**config.mk**
```make
export PLATFORM = sky130hd
export DESIGN_NAME = laneSteer
export DESIGN_NICKNAME = d
export VERILOG_FILES = /design/src/wishbonePkg.sv /design/src/m68kBusPkg.sv /design/src/laneSteer.sv
export VERILOG_INCLUDE_DIRS = /design/src /design/src/src
export SDC_FILE = /design/constraint.sdc
export NUM_CORES = 1
export LEC_CHECK = 0
export BUFFER_PORTS_ARGS = -buffer_cell sky130_fd_sc_hd__buf_2
export CAP_MARGIN = 20
export CORE_MARGIN = 5
export CORE_UTILIZATION = 38
export CTS_CLUSTER_DIAMETER = 80
export DETAILED_ROUTE_END_ITERATION = 10
export HOLD_SLACK_MARGIN = 0.06
export PLACE_DENSITY = 0.81
export SYNTH_ARGS = -nofsm -noshare
export SYNTH_HDL_FRONTEND = slang
export SYNTH_SLANG_ARGS = --single-unit
```
**constraint.sdc**
```tcl
create_clock -name clk68k -period 1.37 [get_ports clk68k]
set_input_delay 0.0685 -clock clk68k [delete_from_list [all_inputs] [get_ports clk68k]]
set_output_delay 0.0685 -clock clk68k [all_outputs]
set_load 0.01 [all_outputs]
```
**src/bridge_defines.svh**
```systemverilog
`ifndef BRIDGE_DEFINES_SVH
`define BRIDGE_DEFINES_SVH

// Byte address width on the 68000 side
// Wishbone carries bits ADDR_BITS-1 down to 2
`define ADDR_BITS 24

// Memory depth as log2 of the number of 16-bit words
// Word addresses at or above the depth are unmapped
`define RAM_WORDS_LOG2 10

// Clock cycles the memory waits after seeing the address strobe
// before it pulls DTACK low
`define RAM_WAIT_STATES 2

// Strobe cycles without DTACK before the access ends in a bus error
`define ACK_TIMEOUT 16

`endif

```
**src/wishbonePkg.sv**
```systemverilog
package wishbonePkg;

	// How a Wishbone select pattern maps onto 68000 word cycles
	// selLong   all four lanes, two word cycles
	// selHigh   lanes 3 and 2 only, bits 31:16
	// selLow    lanes 1 and 0 only, bits 15:0
	// selBad    empty or mixed patterns the 68000 cannot do
	typedef enum logic [1:0]
	{
		selLong = 2'd0,
		selHigh = 2'd1,
		selLow  = 2'd2,
		selBad  = 2'd3
	} selKind;

endpackage

```
**src/m68kBusPkg.sv**
```systemverilog
package m68kBusPkg;

	// One Wishbone data word seen either whole or as two bus words
	// half[1] is bits 31:16 and lives at the lower 68000 address
	typedef union packed
	{
		logic [31:0] longWord;
		logic [1:0][15:0] half;
	} busWord;

endpackage

```
**src/laneSteer.sv**
```systemverilog
`include "bridge_defines.svh"

module laneSteer (
	input  logic                   clk68k,
	input  logic                   reset,
	input  logic [`ADDR_BITS-1:2]  wbAdr,
	input  logic [3:0]             wbSel,
	input  logic                   wbWe,
	input  logic [31:0]            wbDatW,
	input  logic                   secondHalf,
	input  logic                   latchHalf,
	input  logic                   asN,
	input  logic [15:0]            ramDatR,
	output wishbonePkg::selKind    kind,
	output logic [`ADDR_BITS-1:0]  m68kAddr,
	output logic                   udsN,
	output logic                   ldsN,
	output logic                   rw,
	output logic [15:0]            ramDatW,
	output logic [31:0]            wbDatR
);

	m68kBusPkg::busWord writeWord;
	m68kBusPkg::busWord laneWord;
	m68kBusPkg::busWord readWord;
	logic lowHalf;
	logic [1:0] laneSel;
	logic [15:0] laneData;

	always_comb
	begin
		if (wbSel == 4'b1111)
			kind = wishbonePkg::selLong;
		else if (wbSel[1:0] == 2'b00 && wbSel[3:2] != 2'b00)
			kind = wishbonePkg::selHigh;
		else if (wbSel[3:2] == 2'b00 && wbSel[1:0] != 2'b00)
			kind = wishbonePkg::selLow;
		else
			kind = wishbonePkg::selBad;
	end

	// Address bit 1 selects the low word of the longword
	assign lowHalf = secondHalf || (kind == wishbonePkg::selLow);
	assign m68kAddr = {wbAdr, lowHalf, 1'b0};

	// UDS is the even byte, so lane 3 or lane 1
	assign laneSel = lowHalf ? wbSel[1:0] : wbSel[3:2];
	assign udsN = asN || !laneSel[1];
	assign ldsN = asN || !laneSel[0];
	assign rw = !wbWe;

	always_comb
	begin
		writeWord.longWord = wbDatW;
		ramDatW = lowHalf ? writeWord.half[0] : writeWord.half[1];

		// Single-word reads keep only the selected lanes
		laneData = {laneSel[1] ? ramDatR[15:8] : 8'h00, laneSel[0] ? ramDatR[7:0] : 8'h00};
		laneWord.longWord = '0;
		if (lowHalf)
			laneWord.half[0] = laneData;
		else
			laneWord.half[1] = laneData;
	end

	always_ff @(posedge clk68k)
	begin
		if (reset)
			readWord.longWord <= '0;
		else if (latchHalf)
		begin
			// Longword halves fill in one after the other
			if (kind == wishbonePkg::selLong)
				readWord.half[!secondHalf] <= ramDatR;
			else
				readWord <= laneWord;
		end
	end

	assign wbDatR = readWord.longWord;

endmodule

```
Word-level counts from Yosys, hierarchy flattened --
Cells that the tools add are included.
Word-level totals: bits of input ports 80, word-level logic and storage cells 33, bits in registers 32
Operators by class: $lt $le $gt $ge 2, equality and inequality tests 2, mux-type cells 13, reduce and logical (&&, ||, !) cells 15
Operator list (number):
- $mux W16 | 4
- $bwmux W32 | 1
- $mux W32 | 1
- $demux W16 S1 | 1
- $mux W8 | 2
- $logic_not A2 Y1 | 3
- $mux W2 | 3
- $eq A4 B4 Y1 const B | 1
- $logic_not A1 Y1 | 4
- $reduce_bool A2 Y1 | 2
- $logic_and A1 B1 Y1 | 3
- $logic_or A1 B1 Y1 | 3
- $eq A2 B2 Y1 const B | 1
- $lt A1 B2 Y1 const B | 1
- $ge A1 B1 Y1 const B | 1
- $mux W1 | 1

Longest topological paths before layout --
Gate-level depths: netlist of run 1.
word-level depth 11, mapped depth 6, gate-level depth less buffers 3

Least setup slack after synthesis of run 1 --
OpenSTA, ideal clock, no wires.
path kind in2out, start point in wbSel[3], end point out ramDatW[10], path buffers 2, path slack 0.226 ns, cell stages on the path 5, required time 1.302 ns, arrival time 1.075 ns, cells stage by stage or2_1 o21ba_1 buf_6 buf_12 mux2_4
Between the ends: cells in the longest elaborated chain, start to end 8, elaborated cells on any way between the ends 11, those cells by class 2 x eq/ne; 4 x mux; 5 x reduce/logical
RTL lines:
- from (decl) | RTL line laneSteer.sv:7 | input logic [3:0] wbSel,
- $logic_not A2 Y1 | RTL line laneSteer.sv:36 | else if (wbSel[3:2] == 2'b00 && wbSel[1:0] != 2'b00)
- $logic_and A1 B1 Y1 | RTL line laneSteer.sv:36
- $mux W1 | RTL line laneSteer.sv:36
- $mux W2 | RTL line laneSteer.sv:34 | else if (wbSel[1:0] == 2'b00 && wbSel[3:2] != 2'b00)
- $mux W2 (*) | RTL line laneSteer.sv:32 | if (wbSel == 4'b1111)
- $eq A2 B2 Y1 (*) | RTL line laneSteer.sv:43 | assign lowHalf = secondHalf || (kind == wishbonePkg::selLow);
- $logic_or A1 B1 Y1 (*) | RTL line laneSteer.sv:43
- $mux W16 (*) | RTL line laneSteer.sv:55 | ramDatW = lowHalf ? writeWord.half[0] : writeWord.half[1];
- to (decl) | RTL line laneSteer.sv:19 | output logic [15:0] ramDatW,
Mark *: on every way between the ends. The rest lies on a longest branch, timed or not.

Worst setup path after layout of run 1 --
start point in wbSel[3], end point out ramDatW[7]
The elaborated chain is that of the path after synthesis.

==> results of run 1 <==
-- worst reg2reg max path, delay by kind of cell (launching register included) --
family	cells	cell delay, ns
AO/OA/AOI/OAI	2	0.27
flip-flops	1	0.33
AND/OR/NAND/NOR	1	0.13
-- final timing paths --
path	end	slack [ns]
min	m68kAddr[12]	0.14
min reg2reg	wbDatR[10]	0.47
max	ramDatW[7]	0.06
max reg2reg	wbDatR[28]	0.52
-- power by group through the flow --
stage / logic, W / clock network, W / registers, W
2_1_floorplan: 0.000293 / 0 / 0.00100
3_5_place_dp: 0.000443 / 0 / 0.000993
6_report: 0.000476 / 0.000881 / 0.000972
4_1_cts: 0.000480 / 0.000885 / 0.000972
3_3_place_gp: 0.000436 / 0 / 0.000992
5_1_grt: 0.000518 / 0.000949 / 0.000976
-- metal layers --
metal  vias up  part of all wire  global-route usage
met3        17             0.081              0.0526
met1       822              0.36               0.179
met2        86              0.53               0.331
met4         0             0.028              0.0752
met5         -                 0                   0
li1        862                 -                   -
-- synthesized netlist by cell type, drive strengths merged (2+ instances only) --
library cell,instances,area share
dfxtp,32,0.36
or2,2,0.0071
o21ba,2,0.011
clkbuf,8,0.017
and3b,2,0.0099
nand3,17,0.048
nor3,2,0.011
mux2,16,0.12
buf,29,0.13
nor2,3,0.0064
inv,3,0.0064
a21oi,33,0.093
nor2b,16,0.056
a22o,16,0.079
nand2,3,0.0064
-- per-stage QoR --
stage	setup WS, ns	area (um2)	utilization	cells	hold WS (ns)
5_1_grt	0.0284	2480	0.558	351	0.137
3_5_place_dp	0.0317	2210	0.498	327	0.137
4_1_cts	0.0584	2480	0.558	351	0.137
3_3_place_gp	0.0727	2210	0.498	327	0.137
2_1_floorplan	0.226	1770	-	192	0.181
6_report	0.0611	2480	0.558	351	0.137
-- cell type report --
type / count / area (um2) / area share
inverters: 3 / 11.3 / 0.00454
well taps: 52 / 65.1 / 0.0262
repair buffers: 136 / 796 / 0.321
clock inverters: 2 / 35.0 / 0.0141
clock buffers: 6 / 72.6 / 0.0292
flip-flops and latches: 32 / 641 / 0.258
multi-input cells: 120 / 861 / 0.347
-- logic make-up (layout without fill, tap and decap cells) --
logic type	after synthesis	count (layout)	share of synthesized area
AOI/OAI and AO/OA	56	56	0.208
and+or+nand+nor	47	47	0.155
DFF	32	32	0.362
muxes	16	16	0.121
other	1	1	0.00212
buffers and inverters	40	147	0.153
==> results.ini, run 1 <==
[layout]
final_common_cell = buf_2
n_fill_cell = 406
num_antenna_cells = 0
layout_common_cells = 111 x buf_2, 33 x a21oi_1, 32 x dfxtp_1
fin_nets = 378
largest_reg_flops = 32
syn_to_final_growth_pct = 40.0
drive_above_1_share = 0.495

[synth]
netlist_instances = 192
ys_seq_area_frac = 0.362
ys_ff_latch = 32
syn_area_um2 = 1770
async_flop_share = 0
yosysWarnings = 0
avgSynthCellArea_um2 = 9.23
synth_cell_types = 29
synth_top_flop_cell = dfxtp_1
synth_edf_count = 0
synth_fp_nets = 272

[sta]
fin_crit_sh = 0.955
setup-tns-final_ns = 0
finalHoldViolCount = 0
relSlewSlack = 0.506
fin_skew_ns = 0
rsz0062_at_grt = false
post-route-min-period_ns = 1.31
tightest_slew_ns = 0.737
setup_viol_count_final = 0
finalMaxSlewViolations = 0
fmax_mhz = 764

[worst_setup_path]
worstSetupPathType = in -> out
crit_top_cell = buf_2
path_cells = buf_2 > or2_1 > o21ba_1 > buf_12 > mux2_4 > buf_2
cp_top_family = buffers and inverters
slowest_stage = mux2_4
cp.arrival_ns = 1.24
start_kind = input port
worst_setup_path_end_kind = primary output
reg2reg_from = wbDatR[28]
reg2regPathDepth = 3
crit_buf_inv = 3
crit_required_ns = 1.30
max_stage_delay_ns = 0.29
setup.worst_path.start = wbSel[3]
worstSetupPathDepth = 6
crit_fanout = 17

[drt]
wl_per_cell_um = 15.8
antenna_left = 0
vias = 1787
via_per_inst = 5.09
drc_errors = 0
finalWirelength_mm = 5.53
first_iter_violations = 69
first_pass_iters = 4

[worst_hold_path]
hp-start = wbAdr[12]
holdPathStages = 0
hold_class = in -> out

[power_and_ir_drop]
powerDensity_nw_per_um2 = 939
vdd_drop_max_mv = 0.419
pwr-share-seq = 0.417
intPower_w = 0.00175
p_switching_w = 0.000579
clockPowerShare = 0.378
power_w = 0.00233
p_leak_nw = 1.23
combPwrFrac = 0.204
switching_share = 0.248

[clocking]
post_cts.repair.setup_buffers = 0
numCtsBuffers = 5
cts_buffer_depth = 2
cts_root_buffer = clkbuf_8
cts_resized = 0
cts.sinks = 32
cts_hold_buf = 16
clk_latency_ns = 0.28
cts.htree.levels = 2
tritoncts = built

[global_routing]
overflow = 0
grt_max_degree = 18
antenna_found_initial = 0
first_global_vias = 1805
grt_pass1_wl_mm = 8.63
grt_usage = 0.176

[floorplanning]
start_util = 0.399
die_x_um = 78.3
core_area_um2 = 4440
num_rows = 24
dieArea_um2 = 6130
die_y_um = 78.3
pin_count = 157

[placed_design]
routabilityCongestion = 0.747
portBuffers = 111
dp_hpwl_mm = 4.16

[job]
maxCapViolCount = 0

[outcome]
status = completed

Note: power is estimated with default switching activity, not from simulation.
==> inputs of run 2 (changes only) <==
--- a/config.mk
+++ b/config.mk
@@ -13,7 +13,7 @@
 export CTS_CLUSTER_DIAMETER = 80
 export DETAILED_ROUTE_END_ITERATION = 10
 export HOLD_SLACK_MARGIN = 0.06
-export PLACE_DENSITY = 0.81
+export PLACE_DENSITY = 0.9
 export SYNTH_ARGS = -nofsm -noshare
 export SYNTH_HDL_FRONTEND = slang
 export SYNTH_SLANG_ARGS = --single-unit
==> results.ini, run 2 (synthesis results as in run 1) <==
[layout]
drive_above_1_share = 0.492  ; -0.00340
syn_to_final_growth_pct = 39.2
fin_area_um2 = 2470  ; -0.60%
fin_nets = 376  ; -0.53%
multi_input_area_um2 = 861  ; unchanged
regArea_um2 = 641  ; unchanged
layout_common_cells = 111 x buf_2, 33 x a21oi_1, 32 x dfxtp_1
final_common_cell = buf_2
num_antenna_cells = 0  ; unchanged
n_fill_cell = 374  ; -7.9%
largest_reg_flops = 32  ; unchanged

[worst_hold_path]
hold_class = in -> out
holdPathEnd = m68kAddr[22]
hp-start = wbAdr[22]
holdPathStages = 0  ; unchanged

[floorplanning]
die_y_um = 78.3  ; unchanged
pin_count = 157  ; unchanged
die_x_um = 78.3  ; unchanged
dieArea_um2 = 6130  ; unchanged
start_util = 0.399  ; unchanged
num_rows = 24  ; unchanged
core_area_um2 = 4440  ; unchanged

[sta]
worst_slack_ns = 0.0567  ; -0.00437 ns
fmax_mhz = 761  ; -0.33%
finalMaxSlewViolations = 0  ; unchanged
fin_skew_ns = 0  ; unchanged
setup_viol_count_final = 0  ; unchanged
relSlewSlack = 0.546  ; +0.0397
fin_crit_sh = 0.959  ; +0.00319
setup-tns-final_ns = 0  ; unchanged
tightest_slew_ns = 0.677  ; -0.0591 ns
rsz0062_at_grt = false
whs_ns = 0.137  ; unchanged
finalHoldViolCount = 0  ; unchanged
post-route-min-period_ns = 1.31  ; +0.00437 ns

[placed_design]
routabilityCongestion = 0.796  ; +6.5%
dp_slack_ns = 0.0586  ; +0.0269 ns
dp_hpwl_mm = 4.00  ; -3.9%
placed_area_um2 = 2200  ; -0.68%
portBuffers = 111  ; unchanged

[drt]
wl_per_cell_um = 15.3  ; -2.9%
vias = 1772  ; -0.84%
antenna_left = 0  ; unchanged
finalWirelength_mm = 5.34  ; -3.5%
first_pass_iters = 4  ; unchanged
via_per_inst = 5.08  ; -0.27%
first_iter_violations = 144  ; +110%
drc_errors = 0  ; unchanged

[clocking]
cts.sinks = 32  ; unchanged
numCtsBuffers = 5  ; unchanged
cts.htree.levels = 2  ; unchanged
tritoncts = built
post_cts.repair.setup_buffers = 0  ; unchanged
cts_buffer_depth = 2  ; unchanged
clk_latency_ns = 0.29  ; about the same
cts_root_buffer = clkbuf_8
cts_resized = 0  ; unchanged
cts_hold_buf = 16  ; unchanged

[worst_setup_path]
r2r-end = wbDatR[26]
crit_fanout = 17  ; unchanged
reg2regPathDepth = 3  ; unchanged
start_kind = input port
setup.worst_path.start = wbSel[3]
cp.arrival_ns = 1.24  ; about the same
rrSetupSlack_ns = 0.58  ; +0.06 ns
worstSetupPathType = in -> out
crit_required_ns = 1.30  ; about the same
worst_setup_path_end_kind = primary output
reg2reg_from = wbDatR[26]

[global_routing]
grt_usage = 0.173  ; -0.00248
antenna_found_initial = 0  ; unchanged
grt_max_degree = 21  ; +3
overflow = 0  ; unchanged
first_global_vias = 1780  ; -1.4%
grt_pass1_wl_mm = 8.56  ; -0.73%

[power_and_ir_drop]
intPower_w = 0.00175  ; -0.17%
clockPowerShare = 0.382  ; +0.004
p_leak_nw = 1.22  ; -0.83%
p_switching_w = 0.000589  ; +1.7%
combPwrFrac = 0.201  ; -0.003
powerDensity_nw_per_um2 = 947  ; +0.92%
switching_share = 0.252  ; +0.00356
pwr-share-seq = 0.416  ; about the same
vdd_drop_max_mv = 0.448  ; +7.0%

[job]
maxCapViolCount = 0  ; unchanged

[outcome]
status = completed

[run 2: critical path, cell delays in order]
cell	delay (ns)
buf_2	0.10
or2_1	0.25
o21ba_1	0.22
buf_12	0.16
mux2_4	0.29
buf_2	0.14
[run 2: cell type report]
class / instances / share of cell area
Inverter: 3 / 0.00457
Timing Repair Buffer: 134 / 0.317
Tap cell: 52 / 0.0264
Multi-Input combinational cell: 120 / 0.349
Sequential cell: 32 / 0.260
Clock buffer: 6 / 0.0294
Clock inverter: 2 / 0.0142
[run 2: worst max-delay path by stage]
stage,endpoint,slack [ns],cells past startpoint
2_1_floorplan,ramDatW[10],0.23,5
3_3_place_gp,ramDatW[7],0.06,6
3_5_place_dp,ramDatW[12],0.06,6
4_1_cts,ramDatW[12],0.05,6
5_1_grt,ramDatW[12],0.03,6
6_report,ramDatW[12],0.06,6
[run 2: routing by layer]
| metal | part of all wire | track usage | vias up |
|---|---|---|---|
| met5 | 0 | 0 | - |
| met4 | 0.025 | 0.0927 | 0 |
| li1 | - | - | 858 |
| met2 | 0.50 | 0.314 | 101 |
| met3 | 0.097 | 0.0435 | 17 |
| met1 | 0.38 | 0.184 | 796 |
[run 2: power groups by stage]
| stage | clock, W | combinational, W | sequential, W |
|---|---|---|---|
| after floorplan | 0 | 0.000293 | 0.00100 |
| after global placement | 0 | 0.000431 | 0.000991 |
| after detailed placement | 0 | 0.000438 | 0.000993 |
| after CTS | 0.000906 | 0.000474 | 0.000972 |
| after global routing | 0.000952 | 0.000515 | 0.000975 |
| final | 0.000894 | 0.000471 | 0.000972 |
[run 2: through the flow]
step	util	cells	total power, W
final	0.555	349	0.00234
after global routing	0.555	349	0.00244
after CTS	0.555	349	0.00235
after detailed placement	0.495	325	0.00143
after global placement	0.495	325	0.00142
after floorplan	-	192	0.00130
==> inputs of run 3 (changes only) <==
--- a/config.mk
+++ b/config.mk
@@ -6,10 +6,11 @@
 export SDC_FILE = /design/constraint.sdc
 export NUM_CORES = 1
 export LEC_CHECK = 0
+export ABC_AREA = 1
 export BUFFER_PORTS_ARGS = -buffer_cell sky130_fd_sc_hd__buf_2
 export CAP_MARGIN = 20
 export CORE_MARGIN = 5
-export CORE_UTILIZATION = 38
+export CORE_UTILIZATION = 37
 export CTS_CLUSTER_DIAMETER = 80
 export DETAILED_ROUTE_END_ITERATION = 10
 export HOLD_SLACK_MARGIN = 0.06
==> constraint.sdc (replaced) <==
create_clock -name clk68k -period 1.37 [get_ports clk68k]
set_input_delay 0.0685 -clock clk68k [delete_from_list [all_inputs] [get_ports clk68k]]
set_output_delay 0.0685 -clock clk68k [all_outputs]
set_load 0.005 [all_outputs]
==> results.ini, run 3 <==
[floorplanning]
pin_count = 157  ; unchanged
start_util = 0.382  ; -0.0168
core_area_um2 = 4350  ; -2.0%
die_x_um = 77.0  ; -1.6%
dieArea_um2 = 5940  ; -3.1%
die_y_um = 77.0  ; -1.6%
num_rows = 24  ; unchanged

[synth]
async_flop_share = 0  ; unchanged
syn_area_um2 = 1660  ; -6.1%
avgSynthCellArea_um2 = 8.07  ; -13%
synth_top_flop_cell = dfxtp_1
ys_ff_latch = 32  ; unchanged
synth_fp_nets = 286  ; +5.1%
netlist_instances = 206  ; +7.3%
synth_edf_count = 0  ; unchanged
ys_seq_area_frac = 0.385  ; +0.0237
synth.most_common_cell = nand2_1
synth.top_cells.by_count = 51 x nand2_1, 33 x a21oi_1, 32 x dfxtp_1
synth_cell_types = 20  ; -31%
yosys.area.top_type_share = 0.385  ; +0.0237
ys_top_cells_by_area = dfxtp_1 39%, nand2_1 12%, buf_4 11%, mux2_2 11%, a21oi_1 9.9%
yosysTopAreaCell = dfxtp_1
yosysWarnings = 0  ; unchanged

[layout]
drive_above_1_share = 0.481  ; -0.0108
fin_nets = 392  ; +4.3%
regArea_um2 = 641  ; unchanged
syn_to_final_growth_pct = 38.8
final_common_cell = buf_2
multi_input_area_um2 = 757  ; -12%
layout_common_cells = 111 x buf_2, 51 x nand2_1, 33 x a21oi_1
n_fill_cell = 402  ; +7.5%
num_antenna_cells = 0  ; unchanged
fin_area_um2 = 2310  ; -6.4%
largest_reg_flops = 32  ; unchanged

[clocking]
clk_latency_ns = 0.27  ; -0.02 ns
cts.sinks = 32  ; unchanged
clk_pin_slew_ns = 0.06
post_cts.repair.setup_buffers = 0  ; unchanged
cts_buffer_depth = 2  ; unchanged
numCtsBuffers = 5  ; unchanged
cts.htree.levels = 2  ; unchanged
cts_root_buffer = clkbuf_8
tritoncts = built

[drt]
antenna_left = 0  ; unchanged
wl_per_cell_um = 14.2  ; -7.4%
drc_errors = 0  ; unchanged
via_per_inst = 4.74  ; -6.6%
vias = 1726  ; -2.6%
first_iter_violations = 72  ; -50%
finalWirelength_mm = 5.16  ; -3.4%
first_pass_iters = 4  ; unchanged

[placed_design]
placed_area_um2 = 2090  ; -4.8%
routabilityCongestion = 0.854  ; +7.3%
dp_hpwl_mm = 3.80  ; -5.0%
portBuffers = 111  ; unchanged

[sta]
finalMaxSlewViolations = 0  ; unchanged
relSlewSlack = 0.623  ; +0.0769
post-route-min-period_ns = 1.29  ; -0.0242 ns
whs_ns = 0.0645  ; -0.0725 ns
tightest_slew_ns = 0.566  ; -0.111 ns
finalHoldViolCount = 0  ; unchanged
setup_viol_count_final = 0  ; unchanged
fin_crit_sh = 0.941  ; -0.0176
fmax_mhz = 776  ; +1.9%
fin_skew_ns = 0  ; unchanged

[worst_setup_path]
crit_top_cell = buf_2
worstSetupPathType = in -> out
crit_buf_inv = 2  ; -1
rrSetupSlack_ns = 0.71  ; +0.13 ns
cp_top_family = simple AND/OR/NAND/NOR gates
slowest_stage = mux2_2
reg2reg_from = wbDatR[16]
max_stage_delay_ns = 0.37  ; +0.08 ns
crit_required_ns = 1.30  ; about the same
worst_setup_path_end_kind = primary output
path_cells = buf_2 > nor2_1 > nand2_2 > nand2_8 > mux2_2 > buf_2
crit_fanout = 19  ; +2
start_kind = input port
reg2regPathDepth = 2  ; -1
r2r-end = wbDatR[16]
cp.arrival_ns = 1.22  ; -0.02 ns

[global_routing]
antenna_found_initial = 0  ; unchanged
grtUsageMet1 = 0.190  ; +0.00608
grt.met3_usage = 0.0550  ; +0.0116
grt_use_met2 = 0.299  ; -0.0154
overflow = 0  ; unchanged
grt_usage = 0.167  ; -0.00615
grt_max_degree = 33  ; +57%
top_usage_layer = met2
first_global_vias = 1730  ; -2.8%
grt_pass1_wl_mm = 8.15  ; -4.8%

[power_and_ir_drop]
powerDensity_nw_per_um2 = 888  ; -6.3%
p_leak_nw = 1.10  ; -9.4%
vdd_drop_max_mv = 0.544  ; +21%

[outcome]
status = completed

[worst_hold_path]
hp-start = ramDatR[15]
hold_class = in -> reg
holdPathStages = 3  ; +3
holdPathEnd = wbDatR[31]

[job]
maxCapViolCount = 0  ; unchanged

run 3: cell types whose count changed in the layout (fill, tap and decap cells not counted), moves of 2 or more:
| cell | previous run | this run |
|---|---|---|
| a21oi_2 | 0 | 2 |
| a22o_1 | 16 | 0 |
| and3b_1 | 2 | 0 |
| dlygate4sd3_1 | 16 | 13 |
| inv_1 | 3 | 8 |
| inv_2 | 0 | 2 |
| mux2_2 | 7 | 16 |
| mux2_4 | 9 | 0 |
| nand2_1 | 3 | 51 |
| nor2_1 | 3 | 5 |
| nor2b_1 | 16 | 0 |
run 3: through the flow:
step / std cells / setup slack [ns] / total power, W / TNS [ns] / util
after floorplan: 206 / 0.334 / 0.00123 / 0 / -
after global placement: 344 / 0.118 / 0.00137 / 0 / 0.480
after detailed placement: 344 / 0.0799 / 0.00138 / 0 / 0.480
after CTS: 364 / 0.0657 / 0.00206 / 0 / 0.528
after global routing: 364 / -0.00949 / 0.00215 / -0.00949 / 0.530
final: 364 / 0.0809 / 0.00205 / 0 / 0.530
run 3: logic make-up after synthesis:
group / Yosys count / share of synthesized area
compound gates: 39 / 0.135
buf+inv: 41 / 0.165
flops: 32 / 0.385
mux: 16 / 0.108
other cells: 1 / 0.00226
simple gates: 77 / 0.204
run 3: timing repair:
| action | CTS | global route |
|---|---|---|
| endpoints found under the setup margin | 0 | 16 |
| resized for setup | 0 | 1 |
| hold endpoints to repair | 13 | 0 |
| hold buffers | 13 | 0 |
run 3: how the worst max path moves through the flow:
stage	startpoint	end	depth (start not counted)
2_1_floorplan	wbSel[3]	ramDatW[10]	5
3_5_place_dp	wbSel[3]	ramDatW[14]	6
6_report	wbSel[3]	ramDatW[14]	6
3_3_place_gp	wbSel[3]	ramDatW[13]	6
5_1_grt	wbSel[3]	ramDatW[14]	6
4_1_cts	wbSel[3]	ramDatW[14]	6
run 3: final cells by class:
cell class | count | area share
clock buffer | 6 | 0.0314
clock inverter | 1 | 0.00217
inverter | 10 | 0.0163
multi-input combinational | 133 | 0.328
sequential | 32 | 0.278
tap | 52 | 0.0282
timing repair buffer | 130 | 0.317
run 3: routing by layer:
metal | share of wire | wire (um)
met5 | 0 | 0
met4 | 0.0066 | 34
met1 | 0.41 | 2100
met3 | 0.074 | 383
met2 | 0.51 | 2650
run 3: worst reg2reg max path: stages (launching register included):
cell	delay (ns)
dfxtp_1	0.34
nand2_1	0.07
a21oi_1	0.17
run 3: power breakdown:
group / switching, W / leakage (nW) / total, W / internal, W
Combinational: 0.000205 / 0.801 / 0.000421 / 0.000216
Clock: 0.000316 / 0.0410 / 0.000660 / 0.000344
Sequential: 0.0000126 / 0.260 / 0.000969 / 0.000956
Total: 0.000534 / 1.10 / 0.00205 / 0.00152
